[config.mk]
export PLATFORM = sky130hd
export DESIGN_NAME = tq_chroma_dc_top
export DESIGN_NICKNAME = d
export VERILOG_FILES = /design/src/source/tq_pkg.sv /design/src/source/tq_qp_split.sv /design/src/source/tq_ihadamard_2x2.sv /design/src/source/tq_dequant_2x2.sv /design/src/source/tq_dc_credit_fifo.sv /design/src/source/tq_chroma_dc_top.sv
export SDC_FILE = /design/constraint.sdc
export NUM_CORES = 1
export LEC_CHECK = 0
export ABC_AREA = 1
export BUFFER_PORTS_ARGS = -buffer_cell sky130_fd_sc_hd__buf_2
export CAP_MARGIN = 20
export CORE_MARGIN = 1.5
export CORE_UTILIZATION = 55
export CTS_CLUSTER_SIZE = 20
export DETAILED_ROUTE_END_ITERATION = 7
export GPL_TIMING_DRIVEN = 0
export HOLD_SLACK_MARGIN = 0.12
export PLACE_DENSITY = 0.72
export SLEW_MARGIN = 15
export SYNTH_ARGS = -nofsm -noshare
export SYNTH_HDL_FRONTEND = slang
export SYNTH_SLANG_ARGS = --single-unit
[constraint.sdc]
create_clock -name clk_i -period 6.24 [get_ports clk_i]
set_clock_uncertainty 0.05 [all_clocks]
set_input_delay 1.248 -clock clk_i [delete_from_list [all_inputs] [get_ports clk_i]]
set_output_delay 1.248 -clock clk_i [all_outputs]
set_load 0.01 [all_outputs]
[src/source/tq_pkg.sv]
package tq_pkg;

    // Quantized input level, signed.
    localparam int LEVEL_W = 13;

    // Hadamard output and dequantized coefficient, signed.
    localparam int COEFF_W = 15;

    localparam int QP_W    = 6;   // Full qp.
    localparam int QPDIV_W = 4;   // Qp div 6.
    localparam int QPMOD_W = 3;   // Qp mod 6.

    // Highest legal qp.
    localparam int QP_MAX  = 51;

endpackage

[src/source/tq_qp_split.sv]
`timescale 1ns/1ps

module tq_qp_split (
    input  logic                              clk_i,
    input  logic                              rst_n_i,
    input  logic                              valid_i,
    input  logic signed [tq_pkg::LEVEL_W-1:0] level00_i,
    input  logic signed [tq_pkg::LEVEL_W-1:0] level01_i,
    input  logic signed [tq_pkg::LEVEL_W-1:0] level10_i,
    input  logic signed [tq_pkg::LEVEL_W-1:0] level11_i,
    input  logic        [tq_pkg::QP_W-1:0]    qp_i,
    output logic                              valid_o,
    output logic signed [tq_pkg::LEVEL_W-1:0] level00_o,
    output logic signed [tq_pkg::LEVEL_W-1:0] level01_o,
    output logic signed [tq_pkg::LEVEL_W-1:0] level10_o,
    output logic signed [tq_pkg::LEVEL_W-1:0] level11_o,
    output logic        [tq_pkg::QPDIV_W-1:0] qpdiv6_o,
    output logic        [tq_pkg::QPMOD_W-1:0] qpmod6_o
);
    import tq_pkg::*;

    logic [QP_W-1:0]    rem_w;
    logic [QPDIV_W-1:0] div_w;

    // Restoring division by 6, trying 48, 24, 12 and 6 in turn.
    always_comb begin
        rem_w = qp_i;
        div_w = '0;
        for (int i = QPDIV_W - 1; i >= 0; i--) begin
            if (int'(rem_w) >= (6 << i)) begin
                rem_w    = rem_w - QP_W'(6 << i);
                div_w[i] = 1'b1;
            end
        end
    end

    always_ff @(posedge clk_i or negedge rst_n_i) begin
        if (!rst_n_i) begin
            valid_o <= 1'b0;
        end else begin
            valid_o <= valid_i;
        end
    end

    always_ff @(posedge clk_i) begin
        if (valid_i) begin
            level00_o <= level00_i;
            level01_o <= level01_i;
            level10_o <= level10_i;
            level11_o <= level11_i;
            qpdiv6_o  <= div_w;
            qpmod6_o  <= rem_w[QPMOD_W-1:0];  // Remainder is below 6 here.
        end
    end

endmodule

[src/source/tq_ihadamard_2x2.sv]
`timescale 1ns/1ps

module tq_ihadamard_2x2 (
    input  logic                              clk_i,
    input  logic                              rst_n_i,
    input  logic                              valid_i,
    input  logic signed [tq_pkg::LEVEL_W-1:0] level00_i,
    input  logic signed [tq_pkg::LEVEL_W-1:0] level01_i,
    input  logic signed [tq_pkg::LEVEL_W-1:0] level10_i,
    input  logic signed [tq_pkg::LEVEL_W-1:0] level11_i,
    input  logic        [tq_pkg::QPDIV_W-1:0] qpdiv6_i,
    input  logic        [tq_pkg::QPMOD_W-1:0] qpmod6_i,
    output logic                              valid_o,
    output logic signed [tq_pkg::COEFF_W-1:0] f00_o,
    output logic signed [tq_pkg::COEFF_W-1:0] f01_o,
    output logic signed [tq_pkg::COEFF_W-1:0] f10_o,
    output logic signed [tq_pkg::COEFF_W-1:0] f11_o,
    output logic        [tq_pkg::QPDIV_W-1:0] qpdiv6_o,
    output logic        [tq_pkg::QPMOD_W-1:0] qpmod6_o
);
    import tq_pkg::*;

    // Row butterflies, one bit of growth.
    logic signed [LEVEL_W:0]  r0_w;
    logic signed [LEVEL_W:0]  r1_w;
    logic signed [LEVEL_W:0]  r2_w;
    logic signed [LEVEL_W:0]  r3_w;
    logic signed [COEFF_W-1:0] f00_w;
    logic signed [COEFF_W-1:0] f01_w;
    logic signed [COEFF_W-1:0] f10_w;
    logic signed [COEFF_W-1:0] f11_w;

    assign r0_w = level00_i + level01_i;   // a + b.
    assign r1_w = level00_i - level01_i;   // a - b.
    assign r2_w = level10_i + level11_i;   // c + d.
    assign r3_w = level10_i - level11_i;   // c - d.

    // Column butterflies.
    assign f00_w = r0_w + r2_w;
    assign f01_w = r1_w + r3_w;
    assign f10_w = r0_w - r2_w;
    assign f11_w = r1_w - r3_w;

    always_ff @(posedge clk_i or negedge rst_n_i) begin
        if (!rst_n_i) begin
            valid_o <= 1'b0;
        end else begin
            valid_o <= valid_i;
        end
    end

    always_ff @(posedge clk_i) begin
        if (valid_i) begin
            f00_o    <= f00_w;
            f01_o    <= f01_w;
            f10_o    <= f10_w;
            f11_o    <= f11_w;
            qpdiv6_o <= qpdiv6_i;   // Qp fields follow the block.
            qpmod6_o <= qpmod6_i;
        end
    end

endmodule

[src/source/tq_dequant_2x2.sv]
`timescale 1ns/1ps

module tq_dequant_2x2 (
    input  logic        [2:0]  qpmod6_i,
    input  logic        [3:0]  qpdiv6_i,

    input  logic signed [14:0] scale00_i,
    input  logic signed [14:0] scale01_i,
    input  logic signed [14:0] scale10_i,
    input  logic signed [14:0] scale11_i,

    output logic signed [14:0] coeff00_o,
    output logic signed [14:0] coeff01_o,
    output logic signed [14:0] coeff10_o,
    output logic signed [14:0] coeff11_o
);

    logic        [4:0]  level_scale_w;
    logic signed [9:0]  mult_w;        // 16 times the level scale.
    logic        [3:0]  shift_len_w;
    logic               shift_right_w;

    logic signed [24:0] prod00_w;
    logic signed [24:0] prod01_w;
    logic signed [24:0] prod10_w;
    logic signed [24:0] prod11_w;

    logic signed [24:0] res00_w;
    logic signed [24:0] res01_w;
    logic signed [24:0] res10_w;
    logic signed [24:0] res11_w;

    always_comb begin
        case (qpmod6_i)
            3'd0:    level_scale_w = 5'd10;
            3'd1:    level_scale_w = 5'd11;
            3'd2:    level_scale_w = 5'd13;
            3'd3:    level_scale_w = 5'd14;
            3'd4:    level_scale_w = 5'd16;
            3'd5:    level_scale_w = 5'd18;
            default: level_scale_w = 5'd0;
        endcase
    end

    assign mult_w = {1'b0, level_scale_w, 4'b0000};

    assign shift_right_w = (qpdiv6_i < 4'd5);
    assign shift_len_w   = shift_right_w ? (4'd5 - qpdiv6_i) : (qpdiv6_i - 4'd5);

    assign prod00_w = scale00_i * mult_w;
    assign prod01_w = scale01_i * mult_w;
    assign prod10_w = scale10_i * mult_w;
    assign prod11_w = scale11_i * mult_w;

    assign res00_w = shift_right_w ? (prod00_w >>> shift_len_w) : (prod00_w <<< shift_len_w);
    assign res01_w = shift_right_w ? (prod01_w >>> shift_len_w) : (prod01_w <<< shift_len_w);
    assign res10_w = shift_right_w ? (prod10_w >>> shift_len_w) : (prod10_w <<< shift_len_w);
    assign res11_w = shift_right_w ? (prod11_w >>> shift_len_w) : (prod11_w <<< shift_len_w);

    // Low 15 bits only, no saturation.
    assign coeff00_o = res00_w[14:0];
    assign coeff01_o = res01_w[14:0];
    assign coeff10_o = res10_w[14:0];
    assign coeff11_o = res11_w[14:0];

endmodule

[src/source/tq_dc_credit_fifo.sv]
`timescale 1ns/1ps

module tq_dc_credit_fifo #(
    parameter int FIFO_DEPTH  = 4,
    parameter int OUT_CREDITS = 2
) (
    input  logic                              clk_i,
    input  logic                              rst_n_i,
    input  logic                              wr_valid_i,
    input  logic signed [tq_pkg::COEFF_W-1:0] wr_coeff00_i,
    input  logic signed [tq_pkg::COEFF_W-1:0] wr_coeff01_i,
    input  logic signed [tq_pkg::COEFF_W-1:0] wr_coeff10_i,
    input  logic signed [tq_pkg::COEFF_W-1:0] wr_coeff11_i,
    output logic                              valid_o,
    output logic signed [tq_pkg::COEFF_W-1:0] coeff00_o,
    output logic signed [tq_pkg::COEFF_W-1:0] coeff01_o,
    output logic signed [tq_pkg::COEFF_W-1:0] coeff10_o,
    output logic signed [tq_pkg::COEFF_W-1:0] coeff11_o,
    output logic                              in_credit_o,
    input  logic                              out_credit_i
);
    import tq_pkg::*;

    localparam int PTR_W  = $clog2(FIFO_DEPTH);
    localparam int CNT_W  = $clog2(FIFO_DEPTH + 1);
    localparam int CRED_W = $clog2(OUT_CREDITS + 1);

    logic signed [COEFF_W-1:0] mem00_q [FIFO_DEPTH];
    logic signed [COEFF_W-1:0] mem01_q [FIFO_DEPTH];
    logic signed [COEFF_W-1:0] mem10_q [FIFO_DEPTH];
    logic signed [COEFF_W-1:0] mem11_q [FIFO_DEPTH];

    logic [PTR_W-1:0]  wr_ptr_q;
    logic [PTR_W-1:0]  rd_ptr_q;
    logic [CNT_W-1:0]  count_q;
    logic [CRED_W-1:0] credit_q;
    logic              pop_w;

    // Send when a block is held and downstream has room.
    assign pop_w = (count_q != '0) && (credit_q != '0);

    assign valid_o     = pop_w;
    assign in_credit_o = pop_w;   // Slot freed, upstream gets it back.
    assign coeff00_o   = mem00_q[rd_ptr_q];
    assign coeff01_o   = mem01_q[rd_ptr_q];
    assign coeff10_o   = mem10_q[rd_ptr_q];
    assign coeff11_o   = mem11_q[rd_ptr_q];

    always_ff @(posedge clk_i) begin
        if (wr_valid_i) begin
            mem00_q[wr_ptr_q] <= wr_coeff00_i;
            mem01_q[wr_ptr_q] <= wr_coeff01_i;
            mem10_q[wr_ptr_q] <= wr_coeff10_i;
            mem11_q[wr_ptr_q] <= wr_coeff11_i;
        end
    end

    always_ff @(posedge clk_i or negedge rst_n_i) begin
        if (!rst_n_i) begin
            wr_ptr_q <= '0;
            rd_ptr_q <= '0;
            count_q  <= '0;
            credit_q <= CRED_W'(OUT_CREDITS);
        end else begin
            if (wr_valid_i) begin
                wr_ptr_q <= (wr_ptr_q == PTR_W'(FIFO_DEPTH - 1)) ? '0 : wr_ptr_q + 1'b1;
            end
            if (pop_w) begin
                rd_ptr_q <= (rd_ptr_q == PTR_W'(FIFO_DEPTH - 1)) ? '0 : rd_ptr_q + 1'b1;
            end
            count_q  <= count_q + CNT_W'(wr_valid_i) - CNT_W'(pop_w);
            // A pop and a returned credit may land in the same cycle.
            credit_q <= credit_q + CRED_W'(out_credit_i) - CRED_W'(pop_w);
        end
    end

endmodule

[src/source/tq_chroma_dc_top.sv]
`timescale 1ns/1ps

module tq_chroma_dc_top #(
    parameter int FIFO_DEPTH  = 4,
    parameter int OUT_CREDITS = 2
) (
    input  logic                              clk_i,
    input  logic                              rst_n_i,
    input  logic                              valid_i,
    input  logic signed [tq_pkg::LEVEL_W-1:0] level00_i,
    input  logic signed [tq_pkg::LEVEL_W-1:0] level01_i,
    input  logic signed [tq_pkg::LEVEL_W-1:0] level10_i,
    input  logic signed [tq_pkg::LEVEL_W-1:0] level11_i,
    input  logic        [tq_pkg::QP_W-1:0]    qp_i,
    output logic                              in_credit_o,
    output logic                              valid_o,
    output logic signed [tq_pkg::COEFF_W-1:0] coeff00_o,
    output logic signed [tq_pkg::COEFF_W-1:0] coeff01_o,
    output logic signed [tq_pkg::COEFF_W-1:0] coeff10_o,
    output logic signed [tq_pkg::COEFF_W-1:0] coeff11_o,
    input  logic                              out_credit_i
);
    import tq_pkg::*;

    logic                      s1_valid;
    logic signed [LEVEL_W-1:0] s1_level00;
    logic signed [LEVEL_W-1:0] s1_level01;
    logic signed [LEVEL_W-1:0] s1_level10;
    logic signed [LEVEL_W-1:0] s1_level11;
    logic        [QPDIV_W-1:0] s1_qpdiv6;
    logic        [QPMOD_W-1:0] s1_qpmod6;

    logic                      s2_valid;
    logic signed [COEFF_W-1:0] s2_f00;
    logic signed [COEFF_W-1:0] s2_f01;
    logic signed [COEFF_W-1:0] s2_f10;
    logic signed [COEFF_W-1:0] s2_f11;
    logic        [QPDIV_W-1:0] s2_qpdiv6;
    logic        [QPMOD_W-1:0] s2_qpmod6;

    logic signed [COEFF_W-1:0] dq_coeff00;
    logic signed [COEFF_W-1:0] dq_coeff01;
    logic signed [COEFF_W-1:0] dq_coeff10;
    logic signed [COEFF_W-1:0] dq_coeff11;

    tq_qp_split u_qp_split (
        .clk_i     (clk_i),      .rst_n_i   (rst_n_i),    .valid_i   (valid_i),
        .level00_i (level00_i),  .level01_i (level01_i),
        .level10_i (level10_i),  .level11_i (level11_i),  .qp_i      (qp_i),
        .valid_o   (s1_valid),   .level00_o (s1_level00), .level01_o (s1_level01),
        .level10_o (s1_level10), .level11_o (s1_level11),
        .qpdiv6_o  (s1_qpdiv6),  .qpmod6_o  (s1_qpmod6)
    );

    tq_ihadamard_2x2 u_ihadamard (
        .clk_i     (clk_i),      .rst_n_i   (rst_n_i),    .valid_i   (s1_valid),
        .level00_i (s1_level00), .level01_i (s1_level01),
        .level10_i (s1_level10), .level11_i (s1_level11),
        .qpdiv6_i  (s1_qpdiv6),  .qpmod6_i  (s1_qpmod6),
        .valid_o   (s2_valid),   .f00_o     (s2_f00),     .f01_o     (s2_f01),
        .f10_o     (s2_f10),     .f11_o     (s2_f11),
        .qpdiv6_o  (s2_qpdiv6),  .qpmod6_o  (s2_qpmod6)
    );

    // Combinational, sits between stage 2 and the buffer.
    tq_dequant_2x2 u_dequant (
        .qpmod6_i  (s2_qpmod6),  .qpdiv6_i  (s2_qpdiv6),
        .scale00_i (s2_f00),     .scale01_i (s2_f01),
        .scale10_i (s2_f10),     .scale11_i (s2_f11),
        .coeff00_o (dq_coeff00), .coeff01_o (dq_coeff01),
        .coeff10_o (dq_coeff10), .coeff11_o (dq_coeff11)
    );

    tq_dc_credit_fifo #(
        .FIFO_DEPTH  (FIFO_DEPTH),
        .OUT_CREDITS (OUT_CREDITS)
    ) u_fifo (
        .clk_i        (clk_i),      .rst_n_i      (rst_n_i),    .wr_valid_i (s2_valid),
        .wr_coeff00_i (dq_coeff00), .wr_coeff01_i (dq_coeff01),
        .wr_coeff10_i (dq_coeff10), .wr_coeff11_i (dq_coeff11),
        .valid_o      (valid_o),    .coeff00_o    (coeff00_o),  .coeff01_o  (coeff01_o),
        .coeff10_o    (coeff10_o),  .coeff11_o    (coeff11_o),
        .in_credit_o  (in_credit_o), .out_credit_i (out_credit_i)
    );

endmodule

# == Word-level counts from Yosys, hierarchy flattened ==
# Memory sizes are Yosys's and may differ from the RTL's.
# Cells that the tools add are included.
# classes
n_eq_ne,7
n_shift,8
n_reduce_logical,4
div,0
n_bitwise,0
muxes,18
n_mul,4
addsub,20
n_lt_le_gt_ge,5
# op_table
cell,n
$sshl A25 B4 Y15,4
$sshr A25 B4 Y15,4
$mul A15 B6 Y21,4
$mux W15,4
$add A14 B14 Y15,2
$pmux W5 S6,1
$sub A14 B14 Y15,2
$add A13 B13 Y14,2
$sub A13 B13 Y14,2
$mux W6,3
$eq A3 B2 Y1 const B,2
$eq A3 B3 Y1 const B,2
$ge A6 B3 Y1 const B,1
$ge A6 B4 Y1 const B,1
$ge A6 B5 Y1 const B,1
$ge A6 B6 Y1 const B,1
$mux W1,6
$sub A6 B4 Y6 const B,1
$sub A6 B5 Y6 const B,1
$sub A6 B6 Y6 const B,1
$add A2 B1 Y2 const B,2
$eq A2 B2 Y1 const B,2
$lt A4 B3 Y1 const B,1
$mux W2,2
other kinds (14),14
# totals
mem_count,4
wordCells,88
romBits,0
ram_bits,240
out_inout_bits,62
input_bits,62
latch_bits,0
ff_bits,137
# memory_table
name,words,width,rd,rd_clocked_by_memory_dff,wr,line,text
u_fifo.mem00_q,4,15,1,0,1,tq_dc_credit_fifo.sv:28,logic signed [COEFF_W-1:0] mem00_q [FIFO_DEPTH];
u_fifo.mem01_q,4,15,1,0,1,tq_dc_credit_fifo.sv:29,logic signed [COEFF_W-1:0] mem01_q [FIFO_DEPTH];
u_fifo.mem10_q,4,15,1,0,1,tq_dc_credit_fifo.sv:30,logic signed [COEFF_W-1:0] mem10_q [FIFO_DEPTH];
u_fifo.mem11_q,4,15,1,0,1,tq_dc_credit_fifo.sv:31,logic signed [COEFF_W-1:0] mem11_q [FIFO_DEPTH];

# == Logic depth before layout (Yosys ltp) ==
# logic_depth
ltp_word,8
mapped_depth,30
mapped_depth_nobuf,30

# == Modules after synthesis ==
# A second synthesis with hierarchy kept.
# hier_totals
hier_cells,5201
area_unflattened_um2,38092.8
# modules_own_cells
mod,seq_area_each_um2,cells_per_inst,instances,area_per_inst_um2
tq_dequant_2x2,0.0,3140,1,17594.4
tq_dc_credit_fifo,7433.4,639,1,9715.6
tq_ihadamard_2x2,1976.9,1289,1,8524.4
tq_qp_split,1796.7,133,1,2258.4

# == Worst setup path before layout ==
# OpenSTA, ideal clock, no wires.
# synth_path
path_type,flip-flop to flip-flop
from,register u_ihadamard.qpmod6_o[1] in the netlist's numbering
to,memory u_fifo.mem01_q[0][13] (data pin)
slack_ns,1.438
stages_incl_launch_ff,28
required_time_ns,5.924
n_path_buf,2
arrival_ns,4.486
path_cell_list,edfxtp_1 inv_2 or2_1 a21oi_4 inv_1 clkbuf_1 nor2_1 inv_1 fa_1 fa_1 fa_1 inv_1 ha_1 buf_2 nand2_1 inv_1 nand2_1 nand2_1 a21oi_1 nand2_1 nand2_1 nand3_1 nand3_1 nand3_1 nand2_1 nand2_1 nand3_1 nand2_1
# synth_via
elab_chain_cells,5
word_cells_on_any_way,11
cone_classes,mul (1); eq/ne (5); shift (2); mux (2); reduce/logical (1)
# synth_lines
item,line,text
from (decl),tq_ihadamard_2x2.sv:19,output logic [tq_pkg::QPMOD_W-1:0] qpmod6_o
from (signal assigned),tq_ihadamard_2x2.sv:59,qpmod6_o <= qpmod6_i;
"$eq A3 B3 Y1, or another cell as far along",tq_dequant_2x2.sv:34,case (qpmod6_i)
$pmux W5 S6 *,tq_dequant_2x2.sv:34,
$mul A15 B6 Y21 *,tq_dequant_2x2.sv:51,assign prod01_w = scale01_i * mult_w;
$sshl A25 B4 Y15 or $sshr A25 B4 Y15 (tied branches),tq_dequant_2x2.sv:56,assign res01_w = shift_right_w ? (prod01_w >>> shift_len_w) : (prod01_w <<< shift_len_w);
$mux W15 *,tq_dequant_2x2.sv:56,
net dq_coeff01[13],tq_chroma_dc_top.sv:42,logic signed [COEFF_W-1:0] dq_coeff01;
to (decl),tq_dc_credit_fifo.sv:29,
# The timed path passes the listed nets; every way through them passes the cells marked *.

# == Worst setup path in the final report ==
# layout_path
from,register u_ihadamard.qpmod6_o[2] in the netlist's numbering
to,memory u_fifo.mem00_q[2][1] (data pin)
# layout_via
elab_chain_cells,5
word_cells_on_any_way,11
cone_classes,mul (1); eq/ne (5); shift (2); mux (2); reduce/logical (1)
# layout_lines
item,line,text
"$eq A3 B3 Y1, or another cell as far along",tq_dequant_2x2.sv:34,
$pmux W5 S6 *,tq_dequant_2x2.sv:34,
$mul A15 B6 Y21 *,tq_dequant_2x2.sv:50,assign prod00_w = scale00_i * mult_w;
$sshl A25 B4 Y15 or $sshr A25 B4 Y15 (tied branches),tq_dequant_2x2.sv:55,assign res00_w = shift_right_w ? (prod00_w >>> shift_len_w) : (prod00_w <<< shift_len_w);
$mux W15 *,tq_dequant_2x2.sv:55,
net dq_coeff00[1],tq_chroma_dc_top.sv:41,logic signed [COEFF_W-1:0] dq_coeff00;
to (decl),tq_dc_credit_fifo.sv:28,
# Marked as above.

==> impl_metrics.ini <==
[run_status]
outcome = completed

[synth]
post_synth_xor_area_fraction_pct = 2.85
synth-async-reset-ratio_pct = 2.93
synth_top_family_by_area = simple AND/OR/NAND/NOR gates
synthesis.area_sq_mm = 0.0350
yosysWarnings = 0
yosysTopAreaCell = edfxtp_1
synthAdderAreaFrac_pct = 21.0
syn_nets = 5086
synth_top_area_share_pct = 31.2
synthesis.instances = 4551
synth.top_cells.by_area = edfxtp_1, fa_1, nand2_1
ys_seq_elements = 375
postSynth.topFlopCell = edfxtp_1
synthDistinctLibCells = 52
muxShareOfSynthArea_pct = 0.114
synth_simple_gate_area_share_pct = 24.6
compound_gate_fraction_of_synth_area_pct = 9.33
synth_sequential_area_ratio_pct = 32.0
syn_avg_cell_area_sq_um = 7.70
synth-edff-count = 364

[global_route]
grt_first_pass_wirelength_um = 181000
global_route_total_overflow = 0
grt.met2_usage_pct = 60.1
grt_total_usage_pct = 36.4
antenna_found_initial = 0
met3_capacity_usage_during_global_routing_pct = 5.39
grt-busiest-layer = met2
vias_in_the_first_global_route = 30200
grt_start_max_net_pins = 56
grt_met1_use_pct = 47.3

[setup_path]
critical_path_peak_fanout = 10
cp-start-kind = flip-flop
cp_common_cell = nand2_1
timing.critical_path.max_delay_family = adder cells
worst_path_max_delay_cell = fa_1
critPathBufInv = 5
cell_by_cell_listing_of_the_critical_path = clkbuf_1 -> nand2_1 -> clkbuf_2 -> clkbuf_1 -> nor2_1 -> ha_1 -> inv_1 -> fa_1 -> fa_1 -> inv_1 -> ha_1 -> nand2_1 -> nand3_1 -> xor2_1 -> nand2_1 -> o21ai_0 -> o21ai_0 -> nand2_1 -> nand3_1 -> a31oi_1
worst_setup_path_startpoint = u_ihadamard.qpmod6_o[2]
critPathMaxStageDelay_ns = 0.49
worst-endpoint-arrival_ns = 6.33
timing.critical_path.required_ns = 6.52
timing_worst_setup_path_type = flip-flop to flip-flop
worstSetupEndpointType = flip-flop
r2r_start = u_ihadamard.qpmod6_o[2]

[route]
vias_per_cell = 5.68
drt-wirelength-per-cell_um = 21.3
wirelength_um = 120000
drt.antenna.violating_nets = 0
dr_total_vias = 31800
drc_markers = 0
initialDrtViolationCount = 3504
first_pass_iters = 8

[layout]
final-instance-count-excl-fill = 5604
layout.filler_cells = 5860
final_cell_mix = nand2_1, inv_1, nor2_1
net_total_in_the_final_layout = 5260
layout.cells.most_common = nand2_1
area.growth.synth_to_final_pct = 9.16
post_route_cells_drive_above_1_share_pct = 6.41
finalCoreUtilization_pct = 60.7

[clock_network]
cts_tree = yes
cts_sinks = 375
clk_transition_reported_paths_ns = 0.07
skew_pair_late_insertion_delay_ns = 0.61
ctsHtreeMaxLevel = 2
tritoncts.num_buffers = 40
root_buffer = clkbuf_16
cts-root-to-sink-buffers = 3

[floorplanning]
die_width_um = 255
starting_density_pct = 55.6
die_area_sq_mm = 0.0652
floorplan.io_pins = 124
core_sq_mm = 0.0630
vertical_die_dimension_um = 255
fp-row-count = 92

[placed_design]
place.detailed.hpwl_um = 97000
finalWeightedCongestion = 1.06
placedCellCount = 5526
buffer_ports.inserted = 123

[job]
maxcap_violations = 0

[sta]
hold_violations = 0
timing.final.max_slew_violations = 0
timing.max_slew.rel_slack_pct = 29.7
clock.fmax_ghz = 0.165
finalHoldWorstSlack_ns = 0.368
grt_setup_unrepaired = no
tightestPinTransition_ns = 1.05
layout_worst_path_cycle_share_pct = 96.8
final.min_clock_period_ns = 6.04
timing.final.setup_violations = 0
setup_tns_ns = 0

[worst_hold_path]
hold_class = flip-flop to flip-flop
hold_path_startpoint = u_qp_split.qpdiv6_o[2]
final timing paths:
check	endpoint	depth (start not counted)	slack, ns
max reg2reg	u_fifo.mem00_q[2][1]	20	0.20
max in group asynchronous	u_fifo.credit_q[1]	1	5.36
min in group asynchronous	u_fifo.count_q[2]	1	0.49
min	u_ihadamard.qpdiv6_o[2]	0	0.37
max	u_fifo.mem00_q[2][1]	20	0.20
min reg2reg	u_ihadamard.qpdiv6_o[2]	0	0.37
synthesized netlist by cell type (7+ instances only):
cell,instances
o21ai_0,218
fa_1,193
o21bai_1,10
nand3b_1,10
o31ai_1,9
inv_1,711
nand2_1,1023
o211ai_1,8
o21ai_1,32
nor2_1,497
nand3_1,466
ha_1,280
buf_1,14
o22ai_1,65
or2_2,7
nor3_1,38
a31oi_1,18
inv_2,9
a21oi_1,187
clkbuf_1,119
nand4_1,26
buf_2,42
xor2_1,92
edfxtp_1,364
dfrtp_1,10
xnor2_1,22
through the flow:
step,setup slack [ns],cell area (sq um)
final,0.197,38200
after global routing,0.0547,38200
after CTS,0.0153,38200
after detailed placement,-0.267,36900
after global placement,-0.264,36700
after floorplan,1.44,35000
cells by family after synthesis:
| group | after synthesis |
|---|---|
| AO/OA/AOI/OAI | 590 |
| XOR/XNOR | 114 |
| multiplexers | 4 |
| flip-flops | 375 |
| adder cells (fa/ha/maj) | 473 |
| buffers and inverters | 910 |
| AND/OR/NAND/NOR | 2085 |
cell type report:
cell class                      count  area, sq um  share of cell area [%]
Clock inverter                     20          180                   0.471
Antenna cell                        1         2.50                 0.00654
Buffer                            187          827                    2.16
Sequential cell                   375        11200                    29.3
Inverter                          722         2730                    7.13
Multi-Input combinational cell   3266        20300                    53.2
Timing Repair Buffer              133          806                    2.11
Tap cell                          846         1060                    2.77
Clock buffer                       54         1080                    2.84
routing by layer:
layer	vias to the layer above	part of all wire, %
met5	-	0
met4	0	5.4
met3	286	7.6
met2	1416	46
met1	15000	41
li1	15200	-
state kept, by name, summed over array words and instances (netlist names), 4 cells and up:
| register | flops |
|---|---|
| u_qp_split.level10_o | 13 |
| u_ihadamard.qpdiv6_o | 4 |
| u_fifo.mem11_q | 60 |
| u_ihadamard.f11_o | 15 |
| u_fifo.mem00_q | 60 |
| u_qp_split.level01_o | 13 |
| u_ihadamard.f01_o | 14 |
| u_fifo.mem01_q | 60 |
| u_fifo.mem10_q | 60 |
| u_qp_split.qpdiv6_o | 4 |
| u_ihadamard.f00_o | 14 |
| u_qp_split.level11_o | 13 |
| u_qp_split.level00_o | 13 |
| u_ihadamard.f10_o | 15 |
timing repair:
action,4_1_cts,5_1_grt
endpoints found under the hold margin,0,0
hold buffers,0,0
setup endpoints to repair,164,232
gates resized for setup,11,27
cloned,0,0
setup buffers,0,4
pin swaps,1,1
Power is not shown: default switching activity piles up to over one toggle a cycle in this logic, so the estimate is an artifact.
